**config.mk**
```make
export PLATFORM = sky130hd
export DESIGN_NAME = c2h_drain_ctrl
export DESIGN_NICKNAME = d
export VERILOG_FILES = /design/src/c2h_gen_pkg.sv /design/src/c2h_drain_ctrl.sv
export SDC_FILE = /design/constraint.sdc
export NUM_CORES = 1
export LEC_CHECK = 0
export BUFFER_PORTS_ARGS = -buffer_cell sky130_fd_sc_hd__buf_2
export CAP_MARGIN = 10
export CELL_PAD_IN_SITES_DETAIL_PLACEMENT = 1
export CELL_PAD_IN_SITES_GLOBAL_PLACEMENT = 2
export CORE_UTILIZATION = 30
export CTS_BUF_LIST = sky130_fd_sc_hd__clkbuf_4 sky130_fd_sc_hd__clkbuf_8 sky130_fd_sc_hd__clkbuf_16
export CTS_CLUSTER_SIZE = 10
export DETAILED_ROUTE_END_ITERATION = 10
export PLACE_DENSITY_LB_ADDON = 0.1
export SLEW_MARGIN = 10
export SYNTH_ARGS = -nofsm -noshare
export SYNTH_HDL_FRONTEND = slang
export SYNTH_SLANG_ARGS = --single-unit
```
**constraint.sdc**
```tcl
create_clock -name user_clk -period 2.05 [get_ports user_clk]
set_input_delay 0.205 -clock user_clk [delete_from_list [all_inputs] [get_ports user_clk]]
set_output_delay 0.205 -clock user_clk [all_outputs]
set_load 0.01 [all_outputs]
```
**src/c2h_gen_pkg.sv**
```systemverilog
/* Widths are fixed by the DMA interface. The metadata word is always 64 bits and the bus
   carries whole copies of it */
package c2h_gen_pkg;

  localparam int QID_WIDTH  = 11;  // Queue ID
  localparam int LEN_WIDTH  = 16;  // Length and byte index
  localparam int META_WIDTH = 64;
  localparam int CRC_WIDTH  = 8;
  // Upper dword minus check byte, queue ID and control
  localparam int STUB_WIDTH = 32 - CRC_WIDTH - QID_WIDTH - 2;

  // One transfer as it moves from request slot to done queues
  typedef struct packed {
    logic [QID_WIDTH-1:0] qid;
    logic [LEN_WIDTH-1:0] len;
  } c2h_cmd_t;

  // Only two legal codes, 01 and 10 are reserved
  typedef enum logic [1:0] {
    META_PLAIN    = 2'b00,
    META_INVERTED = 2'b11
  } meta_ctrl_e;

  ////////////////////
  // Metadata word, high to low
  typedef struct packed {
    logic [CRC_WIDTH-1:0]  crc;       // XOR of 7-bit groups
    logic [STUB_WIDTH-1:0] stub;      // Random filler
    logic [QID_WIDTH-1:0]  qid;
    meta_ctrl_e            ctrl;      // Never inverted
    logic [LEN_WIDTH-1:0]  byte_idx;  // Offset of this beat
    logic [LEN_WIDTH-1:0]  len;       // Bytes in the transfer
  } meta_hdr_t;

  typedef enum logic {
    DRAIN_HOLD,   // Collect beats
    DRAIN_BURST   // Empty the FIFO
  } drain_state_e;

  typedef struct packed {
    logic start_now;  // Release the FIFO at once
    logic stop_now;   // Hold the FIFO regardless
  } drain_ctrl_t;

endpackage

```
**src/c2h_drain_ctrl.sv**
```systemverilog
/* Idle timeout and start_now also flush a last lone beat. Gate opens one cycle after
   a start condition; stop_now shuts it at once */
module c2h_drain_ctrl #(
  parameter int IDLE_LIMIT = 4095
) (
  input  logic                     user_clk,
  input  logic                     user_reset_n,
  input  c2h_gen_pkg::drain_ctrl_t ctrl_i,
  input  logic                     wb_is_full_i,    // Completion side backed up
  input  logic                     wr_fire_i,       // Beat entered the FIFO
  input  logic                     almost_empty_i,
  input  logic                     nearly_full_i,
  output logic                     gate_o           // FIFO output enable
);
  import c2h_gen_pkg::*;

  localparam int IDLE_W = $clog2(IDLE_LIMIT + 1);

  logic [IDLE_W-1:0] idle_cnt_q;  // Cycles since last write, saturating
  logic              idle_done;
  logic              start;
  drain_state_e      state_q;

  assign idle_done = (idle_cnt_q == IDLE_W'(IDLE_LIMIT));
  // A new write restarts the idle wait
  assign start = ctrl_i.start_now | (idle_done & ~wr_fire_i) |
                 (~almost_empty_i & (nearly_full_i | wb_is_full_i));
  assign gate_o = (state_q == DRAIN_BURST) & ~ctrl_i.stop_now;

  always_ff @(posedge user_clk) begin
    if (!user_reset_n) begin
      idle_cnt_q <= '0;
    end else if (wr_fire_i) begin
      idle_cnt_q <= '0;
    end else if (!idle_done) begin
      idle_cnt_q <= idle_cnt_q + 1'b1;
    end
  end

  ////////////////////
  // Hold/burst FSM
  always_ff @(posedge user_clk) begin
    if (!user_reset_n) begin
      state_q <= DRAIN_HOLD;
    end else begin
      case (state_q)
        DRAIN_HOLD:  if (start) state_q <= DRAIN_BURST;
        DRAIN_BURST: if (almost_empty_i && !start) state_q <= DRAIN_HOLD;  // Burst done
        default:     state_q <= DRAIN_HOLD;
      endcase
    end
  end

endmodule

```
==> out/results.tsv <==
stage	metric	value	unit
outcome	status	complete, no violations	
clock_tree	clock_latency	280	ps
setup_path	path_buf_inv	0	
clock_tree	cts_buffers	3	
global_routing	busiest_layer	met2	
logic_synthesis	ys_async_sr_fraction	0	%
logic_synthesis	synth_edf_count	0	
route	drtAntennaViolNets	0	
setup_path	cp_slowest_cell	dfxtp_1	
place	routabilityCongestion	0.673	
timing	period_needed	1760	ps
timing	drv_slew	0	
floorplan	start_util	31.9	%
logic_synthesis	ys.flop_type	dfxtp_1	
route	drt_iter0_drc	3	
place	io_buffer_count	8	
power_and_ir_drop	switchingPower	0.104	mW
layout	nFillCells	242	
setup_path	worstSetupEndpointType	register	
logic_synthesis	syn_area_per_cell	8.98	µm²
route	postRouteWirelength	1.40	mm
logic_synthesis	synthTopCellsByCount	dfxtp_1 (13), nor2_1 (10), a21oi_1 (4), nor3_1 (4)	
setup_path	path_common_cell	nand4_1	
global_routing	grtUsageMet3	7.17	%
logic_synthesis	yosysTopAreaCell	dfxtp_1	
min_path	hp-class	in -> reg	
setup_path	rr_startpoint	idle_cnt_q[0]	
setup_path	path_class	reg -> reg	
global_routing	grt_max_degree	12	
setup_path	crit_family	simple AND/OR/NAND/NOR gates	
floorplan	die_y	47.4	µm
timing	worst_pin_slew	502	ps
global_routing	grt_pass1_wl	2.24	mm
clock_tree	cts_tree	done	
timing	rsz0062_at_grt	no	
power_and_ir_drop	p_seq_share	56.2	%
logic_synthesis	yosysUniqueCellTypes	29	
power_and_ir_drop	clkPwrFrac	38.8	%
global_routing	use_met1	18.9	%
setup_path	cp_data_arrival_time	1930	ps
setup_path	worstSetupStartpointType	register	
setup_path	reg2reg_to	idle_cnt_q[7]	
layout	antenna_cells	0	
timing	timing.final.ws_setup	291	ps
layout	drive_above_1_share	18.8	%
route	firstDrtPassIters	4	
power_and_ir_drop	p_leak	0.279	nW
logic_synthesis	ys_ff_latch	13	
logic_synthesis	synth_seq_area_share	42.0	%
power_and_ir_drop	power_frac_comb	5.0	%
timing	post-route-period-util	85.8	%
global_routing	grt_use_total	14.9	%
power_and_ir_drop	powerDensity	642	mW/mm²
clock_tree	clk_pin_slew	80	ps
place	place_ws	318	ps
route	routed_via_density	5.01	
timing	tns	0	ps
timing	clock_skew	1.07	ps
run	drv_cap	0	
logic_synthesis	yosys-top-cells-area	dfxtp_1 (42%), nor2_1 (6.1%), xor2_1 (4.2%)	
clock_tree	cts_htree_levels	1	
logic_synthesis	syn_nets	78	
global_routing	grt_antenna_before_repair	0	
power_and_ir_drop	internal-power	0.356	mW
timing	whs	146	ps
logic_synthesis	synth_area	619	µm²
logic_synthesis	yosysMostFrequentCell	dfxtp_1	
floorplan	boundaryPins	9	
clock_tree	clockBufferDepth	2	
setup_path	slowest_delay	400	ps
timing	fmax	569	MHz
setup_path	reg2reg_slack	290	ps
timing	slew_headroom	66.5	%
setup_path	crit_chain	ha_1, nand4_1, or3_1, nand4_1, mux2_1	
route	vias	536	
floorplan	std_cell_rows	16	
min_path	worstHoldPathCells	2	
power_and_ir_drop	swShare	22.6	%
timing	hold_viol	0	
clock_tree	cts_sinks	13	
layout	nets	90	
logic_synthesis	synth_cells	69	
logic_synthesis	yosysTopAreaCellShare	42.0	%
setup_path	worstPathRequired	2230	ps
min_path	holdPathEnd	state_q	
setup_path	critPathMaxFanout	5	
layout	area_growth	15.6	%
clock_tree	root_buffer	clkbuf_4	
global_routing	overflow	0	
global_routing	met2_usage	22.7	%
global_routing	grt_pass1_vias	489	
floorplan	dieArea	0.00225	mm²
clock_tree	cts_resized	0	
clock_tree	post_cts_buffers	0	
floorplan	coreArea	0.00194	mm²
clock_tree	postCtsHoldBufs	0	
route	routedWlPerCell	13.1	µm
power_and_ir_drop	ir_worst_vdd	369	µV
timing	finalSetupViolCount	0	
logic_synthesis	ys_warn_count	0	
route	remaining_drc_errors	0	
min_path	hold_start	ctrl_i[1]	
floorplan	die_w	47.4	µm
setup_path	r2r_cells	5	
place	dpl.hpwl	1.01	mm
sequential cells by signal (all words and copies together) (netlist names):
signal,count
idle_cnt_q,12
state_q,1
cell type report:
| cell class | instances | area, µm² | area share, % |
|---|---|---|---|
| Multi-Input combinational cell | 54 | 344 | 48.1 |
| Clock buffer | 4 | 30.0 | 4.20 |
| Tap cell | 27 | 33.8 | 4.72 |
| Timing Repair Buffer | 9 | 47.5 | 6.64 |
| Sequential cell | 13 | 260 | 36.4 |
metal layers:
metal	vias to the layer above	routed length (µm)
met3	2	94
met5	-	0
met4	0	10
met2	12	569
li1	276	-
met1	246	727
worst max path at each step:
stage | from | endpoint | slack [ps] | depth (start not counted)
floorplan | idle_cnt_q[0] | idle_cnt_q[7] | 330 | 6
global placement | idle_cnt_q[0] | idle_cnt_q[7] | 380 | 5
detailed placement | idle_cnt_q[0] | idle_cnt_q[7] | 320 | 5
CTS | idle_cnt_q[0] | idle_cnt_q[7] | 300 | 5
global route | idle_cnt_q[0] | idle_cnt_q[7] | 180 | 5
finish | idle_cnt_q[0] | idle_cnt_q[7] | 290 | 5
power by group through the flow:
stage | clock [mW] | combinational (mW) | sequential, mW
after global routing | 0.196 | 0.0266 | 0.259
final | 0.178 | 0.0229 | 0.258
after CTS | 0.187 | 0.0236 | 0.258
after detailed placement | 0 | 0.0235 | 0.264
after global placement | 0 | 0.0232 | 0.264
after floorplan | 0 | 0.0125 | 0.264
layout by cell type, fill, tap and decap left out, types with 2 or more instances in the layout:
cell and count:
clkbuf_4 4, a21oi_1 4, buf_2 8, nand2_1 3, dfxtp_1 13, xor2_1 3, nand3_1 2, nor2b_1 2
and3_1 3, nand4_1 3, and4_1 2, nor3_1 4, a31oi_1 2, nor2_1 10, xnor2_1 2
metrics by stage:
| step | instances | cell area [µm²] | power [mW] | util (%) |
|---|---|---|---|---|
| 2_1_floorplan | 69 | 619 | 0.276 | - |
| 3_3_place_gp | 103 | 686 | 0.287 | 35.3 |
| 6_report | 107 | 716 | 0.460 | 36.9 |
| 3_5_place_dp | 103 | 686 | 0.288 | 35.3 |
| 5_1_grt | 107 | 716 | 0.482 | 36.9 |
| 4_1_cts | 107 | 716 | 0.469 | 36.9 |
worst reg2reg max path: stages, from the launching register on:
cell and delay, ps:
dfxtp_1 400, ha_1 260, nand4_1 160, or3_1 390
nand4_1 120, mux2_1 320
logic make-up after synthesis:
| kind of cell | share of synthesized area (%) |
|---|---|
| simple gates | 29.7 |
| flops | 42.0 |
| xor+xnor | 7.07 |
| mux | 3.43 |
| compound gates | 13.3 |
| buf+inv | 2.42 |
| fa+ha+maj | 2.02 |
(Power assumes the default switching activity.)
