## src/c2h_gen_pkg.sv

```systemverilog
/* Widths are fixed by the DMA interface. The metadata word is always 64 bits and the bus
   carries whole copies of it */
package c2h_gen_pkg;

  localparam int QID_WIDTH  = 11;  // Queue ID
  localparam int LEN_WIDTH  = 16;  // Length and byte index
  localparam int META_WIDTH = 64;
  localparam int CRC_WIDTH  = 8;
  // Upper dword minus check byte, queue ID and control
  localparam int STUB_WIDTH = 32 - CRC_WIDTH - QID_WIDTH - 2;

  // One transfer as it moves from request slot to done queues
  typedef struct packed {
    logic [QID_WIDTH-1:0] qid;
    logic [LEN_WIDTH-1:0] len;
  } c2h_cmd_t;

  // Only two legal codes, 01 and 10 are reserved
  typedef enum logic [1:0] {
    META_PLAIN    = 2'b00,
    META_INVERTED = 2'b11
  } meta_ctrl_e;

  ////////////////////
  // Metadata word, high to low
  typedef struct packed {
    logic [CRC_WIDTH-1:0]  crc;       // XOR of 7-bit groups
    logic [STUB_WIDTH-1:0] stub;      // Random filler
    logic [QID_WIDTH-1:0]  qid;
    meta_ctrl_e            ctrl;      // Never inverted
    logic [LEN_WIDTH-1:0]  byte_idx;  // Offset of this beat
    logic [LEN_WIDTH-1:0]  len;       // Bytes in the transfer
  } meta_hdr_t;

  typedef enum logic {
    DRAIN_HOLD,   // Collect beats
    DRAIN_BURST   // Empty the FIFO
  } drain_state_e;

  typedef struct packed {
    logic start_now;  // Release the FIFO at once
    logic stop_now;   // Hold the FIFO regardless
  } drain_ctrl_t;

endpackage

```

## src/c2h_burst_fifo.sv

```systemverilog
/* FWFT FIFO, FIFO_DEPTH a power of two and larger than one credit of beats.
   Read data is combinational from the array */
module c2h_burst_fifo #(
  parameter int DATA_WIDTH  = 64,
  parameter int FIFO_DEPTH  = 32,
  parameter int BYTE_CREDIT = 4096
) (
  input  logic                              user_clk,
  input  logic                              user_reset_n,
  input  logic                              wr_vld_i,
  input  logic [DATA_WIDTH-1:0]             wr_data_i,
  input  logic                              wr_last_i,
  input  logic [c2h_gen_pkg::QID_WIDTH-1:0] wr_qid_i,
  input  logic [c2h_gen_pkg::LEN_WIDTH-1:0] wr_len_i,
  output logic                              wr_rdy_o,
  output logic                              rd_vld_o,
  output logic [DATA_WIDTH-1:0]             rd_data_o,
  output logic                              rd_last_o,
  output logic [c2h_gen_pkg::QID_WIDTH-1:0] rd_qid_o,
  output logic [c2h_gen_pkg::LEN_WIDTH-1:0] rd_len_o,
  input  logic                              rd_en_i,
  output logic                              almost_empty_o,  // One entry or none
  output logic                              nearly_full_o    // Under a credit of room
);
  import c2h_gen_pkg::*;

  localparam int AW           = $clog2(FIFO_DEPTH);
  localparam int CREDIT_BEATS = BYTE_CREDIT / (DATA_WIDTH / 8);

  typedef struct packed {
    logic                  last;
    c2h_cmd_t              cmd;
    logic [DATA_WIDTH-1:0] data;
  } fifo_ent_t;

  fifo_ent_t     mem_q [FIFO_DEPTH];
  fifo_ent_t     rd_ent;
  logic [AW-1:0] wr_ptr_q, rd_ptr_q;
  logic [AW:0]   cnt_q;
  logic          wr_fire, rd_fire;

  assign wr_rdy_o       = (cnt_q != (AW+1)'(FIFO_DEPTH));
  assign rd_vld_o       = (cnt_q != '0);
  assign wr_fire        = wr_vld_i & wr_rdy_o;
  assign rd_fire        = rd_en_i & rd_vld_o;
  assign almost_empty_o = (cnt_q <= (AW+1)'(1));
  assign nearly_full_o  = ((FIFO_DEPTH - cnt_q) < CREDIT_BEATS);

  assign rd_ent    = mem_q[rd_ptr_q];  // Head shows without a read
  assign rd_data_o = rd_ent.data;
  assign rd_last_o = rd_ent.last;
  assign rd_qid_o  = rd_ent.cmd.qid;
  assign rd_len_o  = rd_ent.cmd.len;

  always_ff @(posedge user_clk) begin
    if (wr_fire) begin
      mem_q[wr_ptr_q] <= {wr_last_i, wr_qid_i, wr_len_i, wr_data_i};
    end
  end

  always_ff @(posedge user_clk) begin
    if (!user_reset_n) begin
      wr_ptr_q <= '0;
      rd_ptr_q <= '0;
      cnt_q    <= '0;
    end else begin
      wr_ptr_q <= wr_ptr_q + AW'(wr_fire);  // Pointers wrap at the power of two
      rd_ptr_q <= rd_ptr_q + AW'(rd_fire);
      cnt_q    <= cnt_q + (AW+1)'(wr_fire) - (AW+1)'(rd_fire);
    end
  end

endmodule

```

## config.mk

```make
export PLATFORM = sky130hd
export DESIGN_NAME = c2h_burst_fifo
export DESIGN_NICKNAME = d
export VERILOG_FILES = /design/src/c2h_gen_pkg.sv /design/src/c2h_burst_fifo.sv
export SDC_FILE = /design/constraint.sdc
export NUM_CORES = 2
export LEC_CHECK = 0
export ABC_CLOCK_PERIOD_IN_PS = 6900
export BUFFER_PORTS_ARGS = -buffer_cell sky130_fd_sc_hd__buf_2
export CORE_ASPECT_RATIO = 1.1
export CORE_UTILIZATION = 50
export DETAILED_ROUTE_END_ITERATION = 10
export GPL_TIMING_DRIVEN = 1
export PLACE_DENSITY_LB_ADDON = 0.2
export SLEW_MARGIN = 0
export SYNTH_ARGS = -nofsm -noshare
export SYNTH_HDL_FRONTEND = slang
export SYNTH_SLANG_ARGS = --single-unit
export TNS_END_PERCENT = 10
```

## constraint.sdc

```tcl
create_clock -name user_clk -period 6.9 [get_ports user_clk]
set_clock_uncertainty 0.05 [all_clocks]
set_input_delay 1.38 -clock user_clk [delete_from_list [all_inputs] [get_ports user_clk]]
set_output_delay 1.38 -clock user_clk [all_outputs]
set_load 0.05 [all_outputs]
```

==> results.py <==
metrics = {
    "outcome": {
        "status": "finished, final reports clean",
    },
    "clock_tree": {
        "cts-root-buf": "clkbuf_16",
        "cts_tree": "yes",
        "cts-htree-levels": 5,
        "cts.clk_slew.worst_paths_ps": 60,
        "cts_inserted_buffers": 307,
        "cts.sinks": 2960,
        "postCtsHoldBufs": 0,
        "clockBufferDepth": 4,
        "clk_latency_ps": 960,
        "post_cts_buffers": 0,
        "ctsResizeCount": 0,
    },
    "finish": {
        "drive_gt1_share_pct": 27.6,
        "layout.nets": 5910,
        "syn2layout_area_growth_pct": 12.6,
        "fillerInstances": 16500,
        "final_cells": 8968,
    },
    "timing": {
        "final_hold_viol_count": 0,
        "setup-tns-final_ps": 0,
        "rsz0062_at_grt": "false",
        "slew_headroom_pct": 9.58,
        "drv_slew": 0,
        "tightestPinTransition_ps": 1350,
        "period_share_pct": 89.5,
        "period_minus_slack_ps": 6180,
        "max_freq_ghz": 0.162,
        "setup_violations": 0,
    },
    "drt": {
        "vias": 56400,
        "drtIter0Drc": 6089,
        "wl_per_cell_microns": 32.2,
        "first_pass_iters": 5,
        "ant_nets": 0,
        "via_per_inst": 6.29,
        "post-route-drc-count": 0,
        "routed_wl_mm": 288,
    },
    "setup_path": {
        "setup.worst_path.start_class": "flip-flop",
        "timing.critical_path.from": "rd_ptr_q[2]",
        "reg2reg_depth": 8,
        "cp_data_arrival_time_ps": 4750,
        "critPathKind": "flip-flop to output pin",
        "required_ps": 5470,
        "r2r-start": "cnt_q[2]",
        "ff2ff_setup_slack_ps": 2880,
        "r2r_end": "mem_q[11][41]",
        "critPathCapture": "rd_data_o[7]",
        "critPathCaptureType": "output pin",
        "cp_max_fo": 28,
    },
    "global_route": {
        "met1_usage_pct": 34.8,
        "grt_pass1_vias": 56800,
        "use_met2_pct": 42.2,
        "grt_usage_pct": 25.2,
        "grt_max_degree": 123,
        "antenna_found_initial": 37,
        "grt_overflow": 0,
        "grtUsageMet3_pct": 4.12,
        "grt_pass1_wl_mm": 411,
        "gr-max-usage-layer": "met2",
    },
    "power_and_ir_drop": {
        "leakage_nw": 39.6,
        "vdd_ir_drop_max_v": 0.000291,
        "powerDensity_mw_per_mm2": 336,
    },
    "place": {
        "dp_cells": 8434,
        "dp.final_hpwl_mm": 142,
        "gp_congestion": 0.742,
        "port_buffers": 191,
    },
    "floorplan": {
        "die_x_microns": 456,
        "die_area_sq_mm": 0.228,
        "die_y_microns": 501,
        "core_sq_mm": 0.224,
        "ioPinCount": 192,
        "row_count": 182,
        "start_util_pct": 50.5,
    },
    "logic_synthesis": {
        "synth_area_sq_mm": 0.113,
        "synth_warnings": 0,
        "synth_ff_type": "edfxtp_1",
        "synth_commonest_cells": "edfxtp_1 (2944), mux2_2 (519), mux4_2 (358)",
        "synthTopCellsByArea": "edfxtp_1 (78%), mux4_2 (7.1%), mux2_2 (5.2%), o22ai_1 (1.4%), a22oi_1 (1.3%)",
        "yosys.area.top_type": "edfxtp_1",
        "async_flop_share_pct": 0,
        "synth_cells": 5473,
        "ys_ff_latch": 2960,
        "synth_cell_types": 53,
        "yosysSeqAreaShare_pct": 78.3,
        "syn_nets": 5584,
        "synth.avg_cell_area_sq_um": 20.7,
        "synth_top_area_share_pct": 78.0,
        "yosysMostFrequentCell": "edfxtp_1",
        "synth_edf_count": 2944,
    },
    "run": {
        "maxCapViolCount": 0,
    },
    "worst_hold_path": {
        "min_path_type": "flip-flop to flip-flop",
    },
}
## metrics by stage
step	power (mW)	area [sq um]	setup slack [ps]	hold slack, ps	util, %
6_report	42.9	128000	722	600	56.9
3_5_place_dp	27.9	118000	1780	583	52.8
4_1_cts	43.2	128000	758	592	56.9
5_1_grt	44.2	128000	624	640	56.9
2_1_floorplan	26.0	113000	506	502	-
3_3_place_gp	27.9	118000	1910	550	52.8
## state kept, by name, summed over array words and instances (netlist names)
signal,count
mem_q,2944
cnt_q,6
rd_ptr_q,5
wr_ptr_q,5
## critical path, stage by stage (launching register included)
cell     delay, ps
dfxtp_1       1000
and3b_4        490
buf_4          400
a22oi_1        250
mux2i_1        180
nor4_1        1000
buf_2          420
## power by group
part	leakage, nW	switching (mW)	internal, mW
Combinational	8.49	4.41	2.87
Sequential	26.6	0.144	20.1
Clock	4.48	6.55	8.82
Total	39.6	11.1	31.8
## cell usage in the layout, fill, tap and decap left out, drive strengths merged, types with 74 or more instances in the layout
| master | synthesis | routed |
|---|---|---|
| edfxtp | 2944 | 2944 |
| mux2 | 519 | 519 |
| clkbuf | 164 | 397 |
| mux4 | 382 | 382 |
| buf | 154 | 335 |
| o22ai | 262 | 262 |
| a22oi | 199 | 199 |
| mux2i | 120 | 120 |
| nor2 | 119 | 119 |
| clkinv | 1 | 106 |
| nand2 | 91 | 91 |
| nor3 | 87 | 87 |
| o21ai | 76 | 76 |
| nor2b | 75 | 75 |
| a211oi | 74 | 74 |
| a211o | 74 | 74 |
## layout make-up
cell class,count,area (sq um),share of cell area [%]
multi-input combinational,2184,23300,18.3
timing repair buffer,335,2630,2.06
clock buffer,397,8190,6.42
antenna,9,22.5,0.0177
sequential,2960,88700,69.5
clock inverter,128,942,0.738
tap,2944,3680,2.89
inverter,11,41.3,0.0324
## logic make-up after synthesis
logic type | count (synthesis) | synth area share (%)
multiplexers | 1021 | 13.9
AO/OA/AOI/OAI | 701 | 4.26
AND/OR/NAND/NOR | 439 | 1.91
adder cells (fa/ha/maj) | 15 | 0.172
buffers and inverters | 329 | 1.37
flip-flops | 2960 | 78.3
XOR/XNOR | 8 | 0.0619
## worst min path at each step
stage / endpoint / startpoint / slack [ps] / cells after the start
after floorplan: rd_ptr_q[1] / rd_ptr_q[1] / 500 / 2
after global placement: wr_ptr_q[3] / wr_ptr_q[1] / 550 / 3
after detailed placement: wr_ptr_q[4] / wr_ptr_q[4] / 580 / 2
after CTS: wr_ptr_q[4] / wr_ptr_q[4] / 590 / 2
after global routing: wr_ptr_q[4] / wr_ptr_q[4] / 640 / 2
final: cnt_q[0] / cnt_q[0] / 600 / 2
## layer usage
layer | part of all wire (%) | vias to the layer above
met5 | 0.058 | -
met4 | 1.9 | 26
met3 | 7.1 | 423
met2 | 50 | 2157
met1 | 41 | 30400
li1 | - | 23400
No activity file was read; power rests on OpenSTA's default activity.
