==> config.mk <==
export PLATFORM = sky130hd
export DESIGN_NAME = c2h_done_queue
export DESIGN_NICKNAME = d
export VERILOG_FILES = /design/src/c2h_gen_pkg.sv /design/src/c2h_done_queue.sv
export SDC_FILE = /design/constraint.sdc
export NUM_CORES = 1
export LEC_CHECK = 0
export BUFFER_PORTS_ARGS = -buffer_cell sky130_fd_sc_hd__buf_2
export CAP_MARGIN = 5
export CORE_MARGIN = 2
export CORE_UTILIZATION = 45
export DETAILED_ROUTE_END_ITERATION = 7
export PLACE_DENSITY_LB_ADDON = 0.3
export REMOVE_ABC_BUFFERS = 1
export SKIP_LAST_GASP = 1
export SYNTH_ARGS = -nofsm -noshare
export SYNTH_HDL_FRONTEND = slang
export SYNTH_SLANG_ARGS = --single-unit
==> constraint.sdc <==
create_clock -name user_clk -period 2.3 [get_ports user_clk]
set_input_delay 0.115 -clock user_clk [delete_from_list [all_inputs] [get_ports user_clk]]
set_output_delay 0.115 -clock user_clk [all_outputs]
set_load 0.005 [all_outputs]
==> src/c2h_gen_pkg.sv <==
/* Widths are fixed by the DMA interface. The metadata word is always 64 bits and the bus
   carries whole copies of it */
package c2h_gen_pkg;

  localparam int QID_WIDTH  = 11;  // Queue ID
  localparam int LEN_WIDTH  = 16;  // Length and byte index
  localparam int META_WIDTH = 64;
  localparam int CRC_WIDTH  = 8;
  // Upper dword minus check byte, queue ID and control
  localparam int STUB_WIDTH = 32 - CRC_WIDTH - QID_WIDTH - 2;

  // One transfer as it moves from request slot to done queues
  typedef struct packed {
    logic [QID_WIDTH-1:0] qid;
    logic [LEN_WIDTH-1:0] len;
  } c2h_cmd_t;

  // Only two legal codes, 01 and 10 are reserved
  typedef enum logic [1:0] {
    META_PLAIN    = 2'b00,
    META_INVERTED = 2'b11
  } meta_ctrl_e;

  ////////////////////
  // Metadata word, high to low
  typedef struct packed {
    logic [CRC_WIDTH-1:0]  crc;       // XOR of 7-bit groups
    logic [STUB_WIDTH-1:0] stub;      // Random filler
    logic [QID_WIDTH-1:0]  qid;
    meta_ctrl_e            ctrl;      // Never inverted
    logic [LEN_WIDTH-1:0]  byte_idx;  // Offset of this beat
    logic [LEN_WIDTH-1:0]  len;       // Bytes in the transfer
  } meta_hdr_t;

  typedef enum logic {
    DRAIN_HOLD,   // Collect beats
    DRAIN_BURST   // Empty the FIFO
  } drain_state_e;

  typedef struct packed {
    logic start_now;  // Release the FIFO at once
    logic stop_now;   // Hold the FIFO regardless
  } drain_ctrl_t;

endpackage

==> src/c2h_done_queue.sv <==
/* Two-entry ordered queue. A pop while empty is ignored */
module c2h_done_queue (
  input  logic                  user_clk,
  input  logic                  user_reset_n,
  input  logic                  push_i,
  input  c2h_gen_pkg::c2h_cmd_t push_cmd_i,
  input  logic                  pop_i,       // Consumer acknowledge
  output logic                  full_o,
  output logic                  vld_o,       // Head entry present
  output c2h_gen_pkg::c2h_cmd_t cmd_o
);
  import c2h_gen_pkg::*;

  c2h_cmd_t   ent_q [2];  // Entry 0 is the head
  logic [1:0] cnt_q;
  logic       wr_idx;     // Tail slot after any shift
  logic       pop_en;

  assign full_o = (cnt_q == 2'd2);
  assign vld_o  = (cnt_q != 2'd0);
  assign cmd_o  = ent_q[0];
  assign pop_en = pop_i & vld_o;
  assign wr_idx = (cnt_q == 2'd1) ^ pop_en;

  always_ff @(posedge user_clk) begin
    if (!user_reset_n) begin
      cnt_q <= 2'd0;
    end else begin
      cnt_q <= cnt_q + {1'b0, push_i} - {1'b0, pop_en};
    end
  end

  ////////////////////
  // Shift on pop, then write the tail
  always_ff @(posedge user_clk) begin
    if (pop_en) begin
      ent_q[0] <= ent_q[1];
    end
    if (push_i) begin
      ent_q[wr_idx] <= push_cmd_i;  // Overrides the shift into slot 0
    end
  end

  // Sequencer start check has to keep this from overflowing
  a_no_push_full: assert property (@(posedge user_clk) disable iff (!user_reset_n)
    push_i |-> !full_o);

endmodule

==> results of run 1 <==
-- cells by family after synthesis --
logic type / after synthesis
flops: 56
fa+ha+maj: 1
buf+inv: 31
simple gates: 200
compound gates: 58
mux: 1
-- flip-flops by register name, summed over array words and instances, names as in the netlist --
| signal | flops |
|---|---|
| cnt_q | 2 |
| ent_q | 54 |
-- layout by cell type, fill, tap and decap left out, types with 2 or more instances in the layout --
cell type	n
sky130_fd_sc_hd__a21oi_1	28
sky130_fd_sc_hd__and2_1	2
sky130_fd_sc_hd__and3_1	27
sky130_fd_sc_hd__buf_2	59
sky130_fd_sc_hd__buf_4	12
sky130_fd_sc_hd__clkbuf_8	5
sky130_fd_sc_hd__dlygate4sd3_1	13
sky130_fd_sc_hd__edfxtp_1	54
sky130_fd_sc_hd__nand3_1	27
sky130_fd_sc_hd__nor2_1	83
sky130_fd_sc_hd__nor2b_1	28
sky130_fd_sc_hd__nor3b_1	27
sky130_fd_sc_hd__o21ai_0	21
sky130_fd_sc_hd__o21ai_1	8
-- what timing repair did --
action | CTS | global route
setup endpoints to repair | 0 | 0
hold buffers | 8 | 5
endpoints found under the hold margin | 8 | 5
-- final cells by class --
type / instances / area (um^2) / share of cell area, %
clock buffer: 5 / 68.8 / 1.83
clock inverter: 3 / 17.5 / 0.467
inverter: 1 / 3.75 / 0.100
multi-input combinational: 260 / 1370 / 36.4
sequential: 56 / 1660 / 44.3
tap: 96 / 120 / 3.20
timing repair buffer: 84 / 515 / 13.7
-- worst register-to-register path, delay by kind of cell, from the launching register on --
| kind | cells | cell delay (ps) |
|---|---|---|
| and+or+nand+nor | 3 | 880 |
| DFF | 1 | 350 |
| buffers and inverters | 1 | 240 |
-- worst max-delay path by stage --
| stage | slack, ps | startpoint | cells after the start | endpoint |
|---|---|---|---|---|
| final | 450 | cnt_q[1] | 4 | ent_q[0][23] |
| after global routing | 340 | cnt_q[1] | 4 | ent_q[0][22] |
| after CTS | 430 | cnt_q[1] | 4 | ent_q[0][22] |
| after detailed placement | 470 | cnt_q[1] | 4 | ent_q[0][22] |
| after global placement | 520 | cnt_q[1] | 4 | ent_q[0][20] |
| after floorplan | -1190 | cnt_q[1] | 3 | ent_q[0][0] |
-- per-layer routing --
metal	vias to the layer above	share of wire, %	track usage [%]
met5	-	0	0
met4	0	0.80	4.96
met3	4	7.2	4.15
met2	91	46	28.1
met1	1225	46	25.1
li1	1337	-	-
-- where the power goes --
part	switching (mW)	total, mW	internal, mW
sequential	0.0237	1.24	1.21
combinational	0.225	0.400	0.175
clock	0.338	0.553	0.214
total	0.587	2.19	1.60
-- metrics by stage --
| stage | utilization (%) | power, mW | cells |
|---|---|---|---|
| floorplan | - | 1.44 | 317 |
| global placement | 51.8 | 1.63 | 484 |
| detailed placement | 51.8 | 1.64 | 484 |
| CTS | 54.2 | 2.19 | 500 |
| global route | 54.9 | 2.29 | 505 |
| finish | 54.9 | 2.19 | 505 |
==> flow_summary.toml, run 1 <==
[outcome]
run_status = "completed"

[clock_tree]
clock_tree.buffer_depth = 2
h-tree-depth = 2
cts.root.buffer_cell = "sky130_fd_sc_hd__clkbuf_8"
cts_clock_pin_slew_for_the_worst_setup_and_hold_paths_ps = 110
clock_sinks = 56
numCtsBuffers = 5
cts-resized-gates = 0
clkLatencyLatePin_ps = 310
tritoncts = "yes"
post-cts-setup-buffers = 0

[timing]
layout_worst_path_cycle_share_pct = 80.4
setup_repair_after_global_routing_missed_its_margin = "false"
holdWs_ps = 12.6
timing.clock.skew_ps = 11.2
min_period_ps = 1850
max_freq_mhz = 541
timing.max_slew.rel_slack_pct = 43.9
finalSetupViolations = 0
timing.final.hold_violations = 0
finalSetupTns_ps = 0
timing_max_transition_violations_final = 0
finalWorstSetupSlack_ps = 451
slew_at_the_pin_closest_to_its_max_slew_limit_ps = 839

[grt]
global_route.overflow_total = 0
grt_pass1_vias = 2255
gr-usage-all-layers_pct = 17.9
grt_pass1_wl_mm = 10.8
grt_max_degree = 64
antenna_found_initial = 0

[hold_path]
min_to = "ent_q[1][21]"
worstHoldPathCells = 1
hold_sp = "push_cmd_i[21]"
timing.hold.worst.class = "in -> reg"

[layout]
syn_to_final_growth_pct = 18.0
nNetsFinal = 440
final_cell_area_um2 = 3750
post_route_cells_drive_above_1_share_pct = 20.0
antenna-diode-count = 0
filler_cell_count = 630

[detailed_routing]
via_per_inst = 5.26
drt_iter0_drc = 160
post_drt_antenna_nets = 0
via_count = 2657
post-route-drc-count = 0
drt-wirelength-per-cell_um = 13.6
first_pass_iters = 4
route.final.wire_length_mm = 6.89

[setup_path]
timing.reg2reg.setup_slack_ps = 450
setup.worst_path.end_class = "flop"
worst-endpoint-arrival_ps = 1790
worst_r2r_path_depth = 4
setup.worst_path.class = "reg -> reg"
crit_family = "simple AND/OR/NAND/NOR gates"
cell_chain_critical_path = "buf_4 -> or2_1 -> nor2_1 -> nor2_4"
worstReg2RegStart = "cnt_q[1]"
critical_path.startpoint_type = "flop"
critPathMaxFanout = 27
cp_slowest_cell = "sky130_fd_sc_hd__nor2_4"
cpPeakStageDelay_ps = 650
required_ps = 2240
timing.critical_path.buf_inv = 1
timing.rr.end = "ent_q[0][23]"

[logic_synthesis]
syn-cell-area_um2 = 3180
synthTopCellsByCount = "sky130_fd_sc_hd__nor2_1, sky130_fd_sc_hd__edfxtp_1, sky130_fd_sc_hd__nor2b_1"
synth_top_cells_by_area = "sky130_fd_sc_hd__edfxtp_1, sky130_fd_sc_hd__nor2_1, sky130_fd_sc_hd__nor3b_1"
synthArstFlopShare_pct = 0
syn-mean-instance-area_um2 = 9.17
parity_gate_share_of_the_synthesized_area_counting_xor_and_xnor_cells_pct = 0
post_synth_and_or_nand_nor_area_fraction_pct = 32.7
synth_edf_count = 54
synth.area.mux_share_pct = 0.354
dominant_combinational_cell_family_by_area_after_synthesis = "simple AND/OR/NAND/NOR gates"
yosys.cell_count.top_type = "sky130_fd_sc_hd__nor2_1"
ys_dominant_reg_cell = "sky130_fd_sc_hd__edfxtp_1"
synth.lib_cells_used.distinct = 23
synth.largest_area_cell = "sky130_fd_sc_hd__edfxtp_1"
synth.ff_latch_count = 56
synthesis.instances = 347
yosys.area_share.adder_pct = 0.393
synth_top_cell_area_share_pct = 51.0
synth_compound_area_share_pct = 9.21
synth.yosys.seq_area_share_pct = 52.2
synthesis.yosys.warnings = 0

[floorplanning]
floorplan.die_area_um2 = 7760
die_y_um = 88.1
num_rows = 30
core_area_um2 = 6830
floorplan.io_pins = 60
initial_util_pct = 46.6
die_x_um = 88.1

[placement]
cell_area_reported_after_detailed_placement_um2 = 3540
io_buf_count = 59
place_congestion = 0.784
preCtsSetupSlack_ps = 466
dp.final_hpwl_mm = 4.52

[pwr]
peakVddDrop_mv = 0.268
pwr_density_cell_nw_per_um2 = 583
static-leakage-power_nw = 1.40

[run]
max_cap_viol_count = 0
No activity file was read; power rests on OpenSTA's default activity.
==> run 2: changes to the inputs <==
==> constraint.sdc (replaced) <==
create_clock -name user_clk -period 1.7 [get_ports user_clk]
set_input_delay 0.085 -clock user_clk [delete_from_list [all_inputs] [get_ports user_clk]]
set_output_delay 0.085 -clock user_clk [all_outputs]
set_load 0.005 [all_outputs]
==> run 2 against run 1 <==
  * Flip-flop and latch count unchanged
  * Sequential share of layout area down 2.6 points
  * Clock skew down 4.4 ps
  * Cell area up 6.3%
  * Die area unchanged
  * Critical path type unchanged
  * Largest power group unchanged
  * Highest routed layer unchanged
==> flow_summary.toml, run 2 (synthesis results as in run 1) <==
[detailed_routing]
first_pass_iters = 4
route.final.wire_length_mm = 7.17
via_count = 2701
post_drt_antenna_nets = 0
post-route-drc-count = 0
drt-wirelength-per-cell_um = 13.7
via_per_inst = 5.16
drt_iter0_drc = 173

[timing]
holdWs_ps = 333
finalWorstSetupSlack_ps = 71.9
finalSetupTns_ps = 0
max_freq_mhz = 614
min_period_ps = 1630
finalSetupViolations = 0
slew_at_the_pin_closest_to_its_max_slew_limit_ps = 748
timing.final.hold_violations = 0
timing.clock.skew_ps = 6.80
timing.max_slew.rel_slack_pct = 50.1
timing_max_transition_violations_final = 0
layout_worst_path_cycle_share_pct = 95.8
setup_repair_after_global_routing_missed_its_margin = "true"

[grt]
grt_pass1_vias = 2403
grt_pass1_wl_mm = 11.4
antenna_found_initial = 0
grt_max_degree = 84
gr-usage-all-layers_pct = 18.7
global_route.overflow_total = 0

[clock_tree]
clkLatencyLatePin_ps = 310
cts.root.buffer_cell = "sky130_fd_sc_hd__clkbuf_8"
clock_tree.buffer_depth = 2
h-tree-depth = 2
post-cts-setup-buffers = 0
numCtsBuffers = 5
tritoncts = "yes"
clock_sinks = 56
cts_clock_pin_slew_for_the_worst_setup_and_hold_paths_ps = 100

[layout]
final_cell_area_um2 = 3990
antenna-diode-count = 0
final_util_pct = 58.4
filler_cell_count = 598
flip_flop_count_of_the_largest_register_all_copies_and_words_added = 54
syn_to_final_growth_pct = 25.5
final-instance-count-excl-fill = 523
mostFrequentLayoutCells = "sky130_fd_sc_hd__nor2_1, sky130_fd_sc_hd__buf_2, sky130_fd_sc_hd__edfxtp_1"
largest_register = "ent_q"
post_route_cells_drive_above_1_share_pct = 19.9
final_common_cell = "sky130_fd_sc_hd__nor2_1"
layout_top_registers = "ent_q x54, cnt_q x2"
nNetsFinal = 458

[floorplanning]
die_y_um = 88.1
core_area_um2 = 6830
floorplan.die_area_um2 = 7760
num_rows = 30
floorplan.io_pins = 60
initial_util_pct = 46.6
die_x_um = 88.1

[placement]
io_buf_count = 59
dp.final_hpwl_mm = 4.40
place_congestion = 0.749
placedCellCount = 486
cell_area_reported_after_detailed_placement_um2 = 3590
preCtsSetupSlack_ps = 61.6

[hold_path]
timing.hold.worst.class = "in -> reg"

[pwr]
pwr_density_cell_nw_per_um2 = 788
peakVddDrop_mv = 0.386
post-layout-total-power_mw = 3.15
static-leakage-power_nw = 1.49

[outcome]
run_status = "completed"

[setup_path]
setup.worst_path.class = "reg -> reg"
critPathMaxFanout = 13
required_ps = 1650
critical_path.startpoint_type = "flop"
setup.worst_path.end_class = "flop"
worst-endpoint-arrival_ps = 1580

[run]
max_cap_viol_count = 0
run 2: changes by cell type in the layout (fill, tap and decap cells not counted), sizes merged:
| cell | delta |
|---|---|
| dlygate4sd3 | +15 |
| buf | +2 |
| nor2 | +1 |
| clkinv | -1 |
| bufinv | +1 |
| inv | -1 |
| clkbuf | +1 |
run 2: cell type report:
cell class | count | area [um^2] | share of cell area (%)
tap | 96 | 120 | 3.01
sequential | 56 | 1660 | 41.7
multi-input combinational | 261 | 1370 | 34.4
clock inverter | 2 | 35.0 | 0.878
clock buffer | 6 | 72.6 | 1.82
timing repair buffer | 101 | 726 | 18.2
inverter | 1 | 3.75 | 0.0940
run 2: worst paths after layout:
check / from / to / slack [ps] / cells past startpoint
worst max register to register: cnt_q[0] / ent_q[0][13] / 70 / 3
worst max-delay path: cnt_q[0] / ent_q[0][13] / 70 / 3
worst min-delay path: pop_i / cnt_q[0] / 330 / 4
worst min register to register: cnt_q[0] / cnt_q[1] / 720 / 3
run 2: worst max-delay path, cell delays in order, from the launching register on:
cell and delay [ps]:
sky130_fd_sc_hd__dfxtp_1 410, sky130_fd_sc_hd__or2_1 140, sky130_fd_sc_hd__nor2_1 90, sky130_fd_sc_hd__nor2_2 610
run 2: repair_timing:
| item | CTS | global route |
|---|---|---|
| hold buffers | 28 | 0 |
| endpoints found under the setup margin | 0 | 42 |
| resized for setup | 0 | 2 |
| hold endpoints to repair | 28 | 0 |
run 2: power breakdown:
part           internal, mW  leakage [nW]  switching, mW
logic                 0.278         0.918          0.316
registers              1.64         0.521         0.0337
clock network         0.438        0.0552          0.440
total                  2.36          1.49          0.789
run 2: metal layers:
metal	up-vias	share of wire, %	GRT usage (%)
met5	-	0	0
met4	0	0.85	4.82
met3	8	4.8	3.58
met2	70	47	29.6
met1	1252	47	26.6
li1	1371	-	-
