[src/c2h_gen_pkg.sv]
/* Widths are fixed by the DMA interface. The metadata word is always 64 bits and the bus
   carries whole copies of it */
package c2h_gen_pkg;

  localparam int QID_WIDTH  = 11;  // Queue ID
  localparam int LEN_WIDTH  = 16;  // Length and byte index
  localparam int META_WIDTH = 64;
  localparam int CRC_WIDTH  = 8;
  // Upper dword minus check byte, queue ID and control
  localparam int STUB_WIDTH = 32 - CRC_WIDTH - QID_WIDTH - 2;

  // One transfer as it moves from request slot to done queues
  typedef struct packed {
    logic [QID_WIDTH-1:0] qid;
    logic [LEN_WIDTH-1:0] len;
  } c2h_cmd_t;

  // Only two legal codes, 01 and 10 are reserved
  typedef enum logic [1:0] {
    META_PLAIN    = 2'b00,
    META_INVERTED = 2'b11
  } meta_ctrl_e;

  ////////////////////
  // Metadata word, high to low
  typedef struct packed {
    logic [CRC_WIDTH-1:0]  crc;       // XOR of 7-bit groups
    logic [STUB_WIDTH-1:0] stub;      // Random filler
    logic [QID_WIDTH-1:0]  qid;
    meta_ctrl_e            ctrl;      // Never inverted
    logic [LEN_WIDTH-1:0]  byte_idx;  // Offset of this beat
    logic [LEN_WIDTH-1:0]  len;       // Bytes in the transfer
  } meta_hdr_t;

  typedef enum logic {
    DRAIN_HOLD,   // Collect beats
    DRAIN_BURST   // Empty the FIFO
  } drain_state_e;

  typedef struct packed {
    logic start_now;  // Release the FIFO at once
    logic stop_now;   // Hold the FIFO regardless
  } drain_ctrl_t;

endpackage

[src/c2h_beat_sequencer.sv]
/* Beats are contiguous within a packet and a new packet may start as the last beat goes.
   room_i must already account for a push in the current cycle */
module c2h_beat_sequencer #(
  parameter int DATA_WIDTH  = 64,
  parameter int BYTE_CREDIT = 4096
) (
  input  logic                              user_clk,
  input  logic                              user_reset_n,
  input  logic                              req_vld_i,
  input  c2h_gen_pkg::c2h_cmd_t             req_cmd_i,
  input  logic                              room_i,       // Both done queues can take one
  input  logic                              beat_rdy_i,   // FIFO has space
  output logic                              take_o,       // Pending request consumed
  output logic                              beat_vld_o,
  output logic                              beat_last_o,
  output c2h_gen_pkg::c2h_cmd_t             cur_cmd_o,    // Active packet
  output logic [c2h_gen_pkg::LEN_WIDTH-1:0] byte_idx_o,   // Offset of current beat
  output logic                              done_o,       // Last beat accepted
  output logic                              dec_credit_o
);
  import c2h_gen_pkg::*;

  localparam int BUS_BYTES = DATA_WIDTH / 8;

  logic [LEN_WIDTH:0] byte_cnt_q;    // Bytes up to and including the current beat
  logic [LEN_WIDTH:0] byte_cnt_nxt;
  logic               beat_fire;

  assign beat_fire    = beat_vld_o & beat_rdy_i;
  assign done_o       = beat_fire & beat_last_o;
  // Start when idle or when the active packet ends this cycle
  assign take_o       = req_vld_i & room_i & (~beat_vld_o | done_o);
  assign byte_cnt_nxt = byte_cnt_q + (LEN_WIDTH+1)'(BUS_BYTES);
  assign byte_idx_o   = LEN_WIDTH'(byte_cnt_q - BUS_BYTES);

  // One decrement per credit boundary, plus the partial tail
  assign dec_credit_o = beat_fire & (((byte_cnt_q % BYTE_CREDIT) == 0) | beat_last_o);

  ////////////////////
  // Beat walk
  always_ff @(posedge user_clk) begin
    if (!user_reset_n) begin
      beat_vld_o <= 1'b0;
    end else if (take_o) begin
      beat_vld_o <= 1'b1;
    end else if (done_o) begin
      beat_vld_o <= 1'b0;
    end
  end

  always_ff @(posedge user_clk) begin
    if (take_o) begin
      cur_cmd_o   <= req_cmd_i;
      byte_cnt_q  <= (LEN_WIDTH+1)'(BUS_BYTES);
      beat_last_o <= (req_cmd_i.len <= LEN_WIDTH'(BUS_BYTES));  // Fits one beat
    end else if (beat_fire) begin
      byte_cnt_q  <= byte_cnt_nxt;
      beat_last_o <= (byte_cnt_nxt >= (LEN_WIDTH+1)'(cur_cmd_o.len));
    end
  end

  // FIFO back-pressure must not disturb the offered beat
  a_beat_hold: assert property (@(posedge user_clk) disable iff (!user_reset_n)
    beat_vld_o && !beat_rdy_i |=> beat_vld_o && $stable(cur_cmd_o) && $stable(byte_idx_o));

endmodule

[config.mk]
export PLATFORM = sky130hd
export DESIGN_NAME = c2h_beat_sequencer
export DESIGN_NICKNAME = d
export VERILOG_FILES = /design/src/c2h_gen_pkg.sv /design/src/c2h_beat_sequencer.sv
export SDC_FILE = /design/constraint.sdc
export NUM_CORES = 1
export LEC_CHECK = 0
export BUFFER_PORTS_ARGS = -buffer_cell sky130_fd_sc_hd__buf_2
export CAP_MARGIN = 20
export CORE_ASPECT_RATIO = 0.9
export CORE_MARGIN = 5
export CORE_UTILIZATION = 35
export DETAILED_ROUTE_END_ITERATION = 8
export PLACE_DENSITY = 0.7
export SYNTH_ARGS = -nofsm -noshare
export SYNTH_HDL_FRONTEND = slang
export SYNTH_SLANG_ARGS = --single-unit
[constraint.sdc]
create_clock -name user_clk -period 3.4 [get_ports user_clk]
set_input_delay 0.34 -clock user_clk [delete_from_list [all_inputs] [get_ports user_clk]]
set_output_delay 0.34 -clock user_clk [all_outputs]
set_load 0.005 [all_outputs]
==> out/metrics.yaml, run 1 <==
ys_ff_latch: 43
drtPass1Iterations: 4
critPathRequiredTime_ns: 3.41
cts_setup_buffers: 0
wire_per_inst_um: 13.7
cp_max_fo: 7
fillCellCount: 677
syn-cell-area_um2: 2370
regArea_um2: 1140
drt-initial-drc-count: 70
areaGrowthSynthToFinish_pct: 22.4
criticalPathCategory: "reg2reg"
cts_max_level: 2
fin_setup_tns_ns: 0
post-dp-hpwl_mm: 4.24
nets: 351
worstSkewPairLatency_ns: 0.29
crit_top_cell: "ha_1"
vias_per_cell: 4.80
power.leakage_nw: 1.35
start_util_pct: 36.0
syn_area_per_cell_um2: 10.2
n_antenna_cell: 0
cts_root_buffer: "clkbuf_8"
synthCells: 233
status: "completed"
hold_class: "in2reg"
worstMarginPinSlew_ns: 0.463
io_pins: 80
cts-root-to-sink-buffers: 2
wl_mm: 5.41
cts_hold_buf: 0
setup.worst_path.end_class: "register"
grt_overflow: 0
max_stage_delay_ns: 0.45
max-vdd-ir-drop_mv: 0.319
yosys_warnings: 0
place.gp.congestion: 0.839
layout_commonest_cell: "buf_2"
final_cell_mix: "buf_2, edfxtp_1, nor2_1"
coreArea_um2: 6590
period_needed_ns: 3.01
cts_tree: "built"
maxCapViolations: 0
cts_resized: 0
final.setup_skew_ns: 0.00984
rsz0062_at_grt: "no"
ant_nets: 0
worstPathArrival_ns: 3.02
hold_viol_final: 0
setup_viol: 0
rows: 28
antenna_found_initial: 0
clk_pin_slew_ns: 0.09
clock-sinks: 43
synth-seq-area-share_pct: 48.1
die_x_um: 96.8
max_clock_freq_mhz: 333
multi_input_area_um2: 1080
numCtsBuffers: 5
grt_usage_pct: 12.7
powerDensity_nw_per_um2: 411
critPathLaunchType: "register"
relSlewSlack_pct: 68.3
grt_pass1_vias: 1883
vias: 1891
final_util_pct: 44.1
fp.dieH_um: 88.1
fin_crit_sh_pct: 88.4
power_w: 0.00119
port_buffers: 76
yosysUniqueCellTypes: 39
crit_chain: "ha_1, nand3_1, or3_1, nor2_1, xor2_1, ha_1, and3_1, a2111oi_0, a41oi_1"
layout-drive-gt1-share_pct: 29.9
grt_pass1_wl_mm: 8.65
die-area_um2: 8530
drc: 0
cpMaxStageDelayCell: "or3_1"
final_max_slew_viol_count: 0
grt_max_degree: 25
[layout make-up]
| type | instances | area share, % |
|---|---|---|
| clock buffers | 5 | 2.37 |
| multi-input cells | 158 | 37.3 |
| clock inverters | 3 | 1.34 |
| inverters | 17 | 2.20 |
| repair buffers | 78 | 13.6 |
| well taps | 90 | 3.88 |
| flip-flops and latches | 43 | 39.3 |
[stage by stage]
stage          instances  cell area, µm²  hold slack, ns  setup WS [ns]
2_1_floorplan        235            2380           0.439          0.810
3_3_place_gp         386            2800           0.478          0.600
3_5_place_dp         386            2800           0.491          0.401
4_1_cts              394            2910           0.212          0.393
5_1_grt              394            2910           0.199          0.186
6_report             394            2910           0.217          0.393
[kinds of logic (layout without fill, tap and decap cells)]
logic type | count (synthesis) | count (layout) | share of synthesized area [%]
flip-flops | 43 | 43 | 48.1
other | 1 | 3 | 0.158
buffers and inverters | 34 | 103 | 6.54
XOR/XNOR | 29 | 29 | 11.0
AO/OA/AOI/OAI | 29 | 29 | 7.54
adder cells (fa/ha/maj) | 16 | 16 | 8.43
AND/OR/NAND/NOR | 81 | 81 | 18.2
[path summary, 6_finish.rpt]
| check | from | endpoint | slack (ns) | depth (start not counted) |
|---|---|---|---|---|
| worst max-delay path | byte_cnt_q[3] | beat_last_o | 0.39 | 9 |
| worst max register to register | byte_cnt_q[3] | beat_last_o | 0.39 | 9 |
| worst min register to register | byte_cnt_q[16] | byte_cnt_q[16] | 0.51 | 2 |
| worst min-delay path | req_cmd_i[26] | cur_cmd_o[26] | 0.22 | 1 |
[where the power goes]
part | switching (W) | leakage [nW] | internal, W
Combinational | 0.000111 | 0.914 | 0.0000960
Sequential | 0.0000157 | 0.383 | 0.000580
Clock | 0.000176 | 0.0556 | 0.000215
Total | 0.000303 | 1.35 | 0.000892
[Yosys cell counts, drive strengths merged]
library cell	number	area share, %
nor3	5	1.1
nand2	16	2.5
and4	2	0.74
xor2	17	6.3
a21oi	11	2.3
a21bo	1	0.42
nand4	5	1.3
dfxtp	15	13
or2	1	0.26
buf	11	2.9
conb	1	0.16
or4b	1	0.42
o21ai	6	1.3
or3	7	2.3
a21boi	1	0.32
a2111oi	1	0.37
xnor2	12	4.7
nor2b	1	0.26
ha	16	8.4
edfxtp	28	35
o31ai	5	1.6
or4	3	1.1
and3	4	1.1
and2	2	0.53
a31oi	1	0.26
a41oi	1	0.37
clkbuf	6	0.95
inv	17	2.7
nor2	20	3.2
nor4	6	1.8
nand3	8	1.7
a211oi	2	0.63
[sequential cells by signal (all words and copies together), names as in the netlist]
signal       count
beat_last_o      1
beat_vld_o       1
byte_cnt_q      14
cur_cmd_o       27
[worst max-delay path: cells and delay by family, from the launching register on]
family          cells  cell delay (ns)
simple gates        4             0.98
xor+xnor            1             0.19
fa+ha+maj           2             0.51
compound gates      2             0.64
flops               1             0.43
[per-layer routing]
metal  part of all wire [%]  track usage, %
met1                     45            15.2
met2                     48            22.1
met4                    1.1            4.72
met5                      0               0
met3                    6.0            3.34
No activity file was read; power rests on OpenSTA's default activity.
==> inputs of run 2 (changes only) <==
--- a/config.mk
+++ b/config.mk
@@ -5,13 +5,14 @@
 export SDC_FILE = /design/constraint.sdc
 export NUM_CORES = 1
 export LEC_CHECK = 0
+export ABC_CLOCK_PERIOD_IN_PS = 3400
 export BUFFER_PORTS_ARGS = -buffer_cell sky130_fd_sc_hd__buf_2
 export CAP_MARGIN = 20
-export CORE_ASPECT_RATIO = 0.9
+export CORE_ASPECT_RATIO = 1.4
 export CORE_MARGIN = 5
-export CORE_UTILIZATION = 35
+export CORE_UTILIZATION = 50
 export DETAILED_ROUTE_END_ITERATION = 8
-export PLACE_DENSITY = 0.7
+export PLACE_DENSITY = 0.9
 export SYNTH_ARGS = -nofsm -noshare
 export SYNTH_HDL_FRONTEND = slang
 export SYNTH_SLANG_ARGS = --single-unit
==> run 2 against run 1 <==
Register-to-register slack better by 0.17 ns. Combinational power about the same. Largest cell class unchanged. Largest power group unchanged. Die area down 27%. Sequential cell count unchanged. Clock power down 20%.
==> out/metrics.yaml, run 2 (same netlist as run 1, synthesis figures left out) <==
wl_mm: 5.13  # -5.1%
areaGrowthSynthToFinish_pct: 19.7
nets: 350  # -0.28%
regMostFlops: "cur_cmd_o"
status: "completed"
criticalPathCategory: "reg2reg"
final_max_slew_viol_count: 0  # unchanged
max_clock_freq_mhz: 353  # +6.2%
antenna_found_initial: 0  # unchanged
cts_max_level: 2  # unchanged
grt_pass1_wl_mm: 8.60  # -0.55%
vias: 1881  # -0.53%
reg_top3: "cur_cmd_o x27, byte_cnt_q x14"
place_inst: 357  # -7.5%
grt_overflow: 0  # unchanged
clock-sinks: 43  # unchanged
grt_usage_pct: 17.9  # +5.2 points
cts-root-to-sink-buffers: 2  # unchanged
io_pins: 80  # unchanged
clk_pin_slew_ns: 0.08  # about the same
largest_reg_flops: 27  # unchanged
fin_area_um2: 2840  # -2.2%
die_x_um: 68.2  # -30%
p_sw_w: 0.000294  # -2.8%
start_util_pct: 51.9  # +16 points
final_cell_mix: "buf_2, edfxtp_1, nor2_1"
hold_viol_final: 0  # unchanged
cp_max_fo: 7  # unchanged
fin_setup_tns_ns: 0  # unchanged
powerDensity_nw_per_um2: 392  # -4.6%
cts_resized: 0  # unchanged
rsz0062_at_grt: "no"
drc: 0  # unchanged
power.leakage_nw: 1.34  # -1.3%
critPathRequiredTime_ns: 3.43  # +0.02 ns
vias_per_cell: 5.15  # +7.4%
comb_power_share_pct: 18.4  # +1.0 points
worstPathArrival_ns: 2.86  # -0.16 ns
cts_tree: "built"
postPlaceCellArea_um2: 2760  # -1.5%
cts_setup_buffers: 0  # unchanged
seqPwrFrac_pct: 53.5  # +3.6 points
n_antenna_cell: 0  # unchanged
period_needed_ns: 2.83  # -0.174 ns
port_buffers: 76  # unchanged
wire_per_inst_um: 14.0  # +2.4%
pwr-share-clk_pct: 28.1  # -4.6 points
place.gp.congestion: 0.831  # -0.98%
drtPass1Iterations: 4  # unchanged
worstMarginPinSlew_ns: 0.548  # +0.0847 ns
rows: 29  # +3.6%
intPower_w: 0.000819  # -8.1%
layout_commonest_cell: "buf_2"
layout-drive-gt1-share_pct: 29.4  # -0.56 points
max-vdd-ir-drop_mv: 0.435  # +36%
hold_class: "in2reg"
critPathLaunchType: "register"
p_sw_share_pct: 26.4  # +1.1 points
post-dp-hpwl_mm: 4.09  # -3.6%
relSlewSlack_pct: 63.4  # -4.9 points
grt_pass1_vias: 1889  # +0.32%
die-area_um2: 6240  # -27%
final.setup_skew_ns: 0.00443  # -0.00541 ns
layout.cells.non_filler: 365  # -7.4%
coreArea_um2: 4570  # -31%
final_util_pct: 62.1  # +18 points
cts_hold_buf: 0  # unchanged
fp.dieH_um: 91.5  # +3.9%
maxCapViolations: 0  # unchanged
worstSkewPairLatency_ns: 0.29  # about the same
setup.worst_path.end_class: "register"
ant_nets: 0  # unchanged
grt_max_degree: 28  # +12%
cts_root_buffer: "clkbuf_8"
setup_viol: 0  # unchanged
fin_crit_sh_pct: 83.3  # -5.1 points
fillCellCount: 389  # -43%
numCtsBuffers: 5  # unchanged
drt-initial-drc-count: 45  # -36%
## run 2: final timing paths
check / start / slack, ns / depth (start not counted) / endpoint
hold reg to reg: byte_cnt_q[16] / 0.52 / 2 / byte_cnt_q[16]
hold / removal: req_cmd_i[25] / 0.21 / 1 / cur_cmd_o[25]
setup reg to reg: byte_cnt_q[3] / 0.57 / 9 / beat_last_o
setup / recovery: byte_cnt_q[3] / 0.57 / 9 / beat_last_o
## run 2: stage by stage
stage	hold WS (ns)	worst slack (ns)	power, W
floorplan	0.439	0.810	0.000725
global placement	0.483	0.608	0.000806
detailed placement	0.506	0.583	0.000814
CTS	0.206	0.551	0.00112
global route	0.201	0.378	0.00118
finish	0.215	0.567	0.00111
## run 2: final cells by class
| cell class | count | area [µm²] | area share (%) |
|---|---|---|---|
| Clock buffer | 6 | 72.6 | 2.56 |
| Clock inverter | 2 | 12.5 | 0.441 |
| Inverter | 17 | 63.8 | 2.25 |
| Multi-Input combinational cell | 158 | 1080 | 38.2 |
| Sequential cell | 43 | 1140 | 40.2 |
| Tap cell | 62 | 77.6 | 2.73 |
| Timing Repair Buffer | 77 | 388 | 13.7 |
## run 2: power groups by stage
stage | Combinational [W] | Sequential, W | Clock (W)
3_3_place_gp | 0.000200 | 0.000606 | 0
5_1_grt | 0.000235 | 0.000599 | 0.000344
3_5_place_dp | 0.000206 | 0.000608 | 0
6_report | 0.000205 | 0.000596 | 0.000312
4_1_cts | 0.000207 | 0.000596 | 0.000318
2_1_floorplan | 0.000119 | 0.000607 | 0
## run 2: metal layers
| layer | GRT usage (%) | part of all wire [%] | wire length [µm] | vias up |
|---|---|---|---|---|
| li1 | - | - | - | 952 |
| met5 | 0 | 0 | 0 | - |
| met3 | 4.94 | 7.5 | 383 | 12 |
| met2 | 30.3 | 53 | 2730 | 66 |
| met1 | 20.4 | 37 | 1890 | 851 |
| met4 | 7.79 | 2.5 | 127 | 0 |
## run 2: critical path, cell delays in order (launching register included)
cell	delay (ns)
dfxtp_1	0.43
ha_1	0.24
nand3_1	0.21
or3_1	0.44
nor2_1	0.15
xor2_1	0.17
ha_1	0.25
and3_1	0.15
a2111oi_0	0.36
a41oi_1	0.16
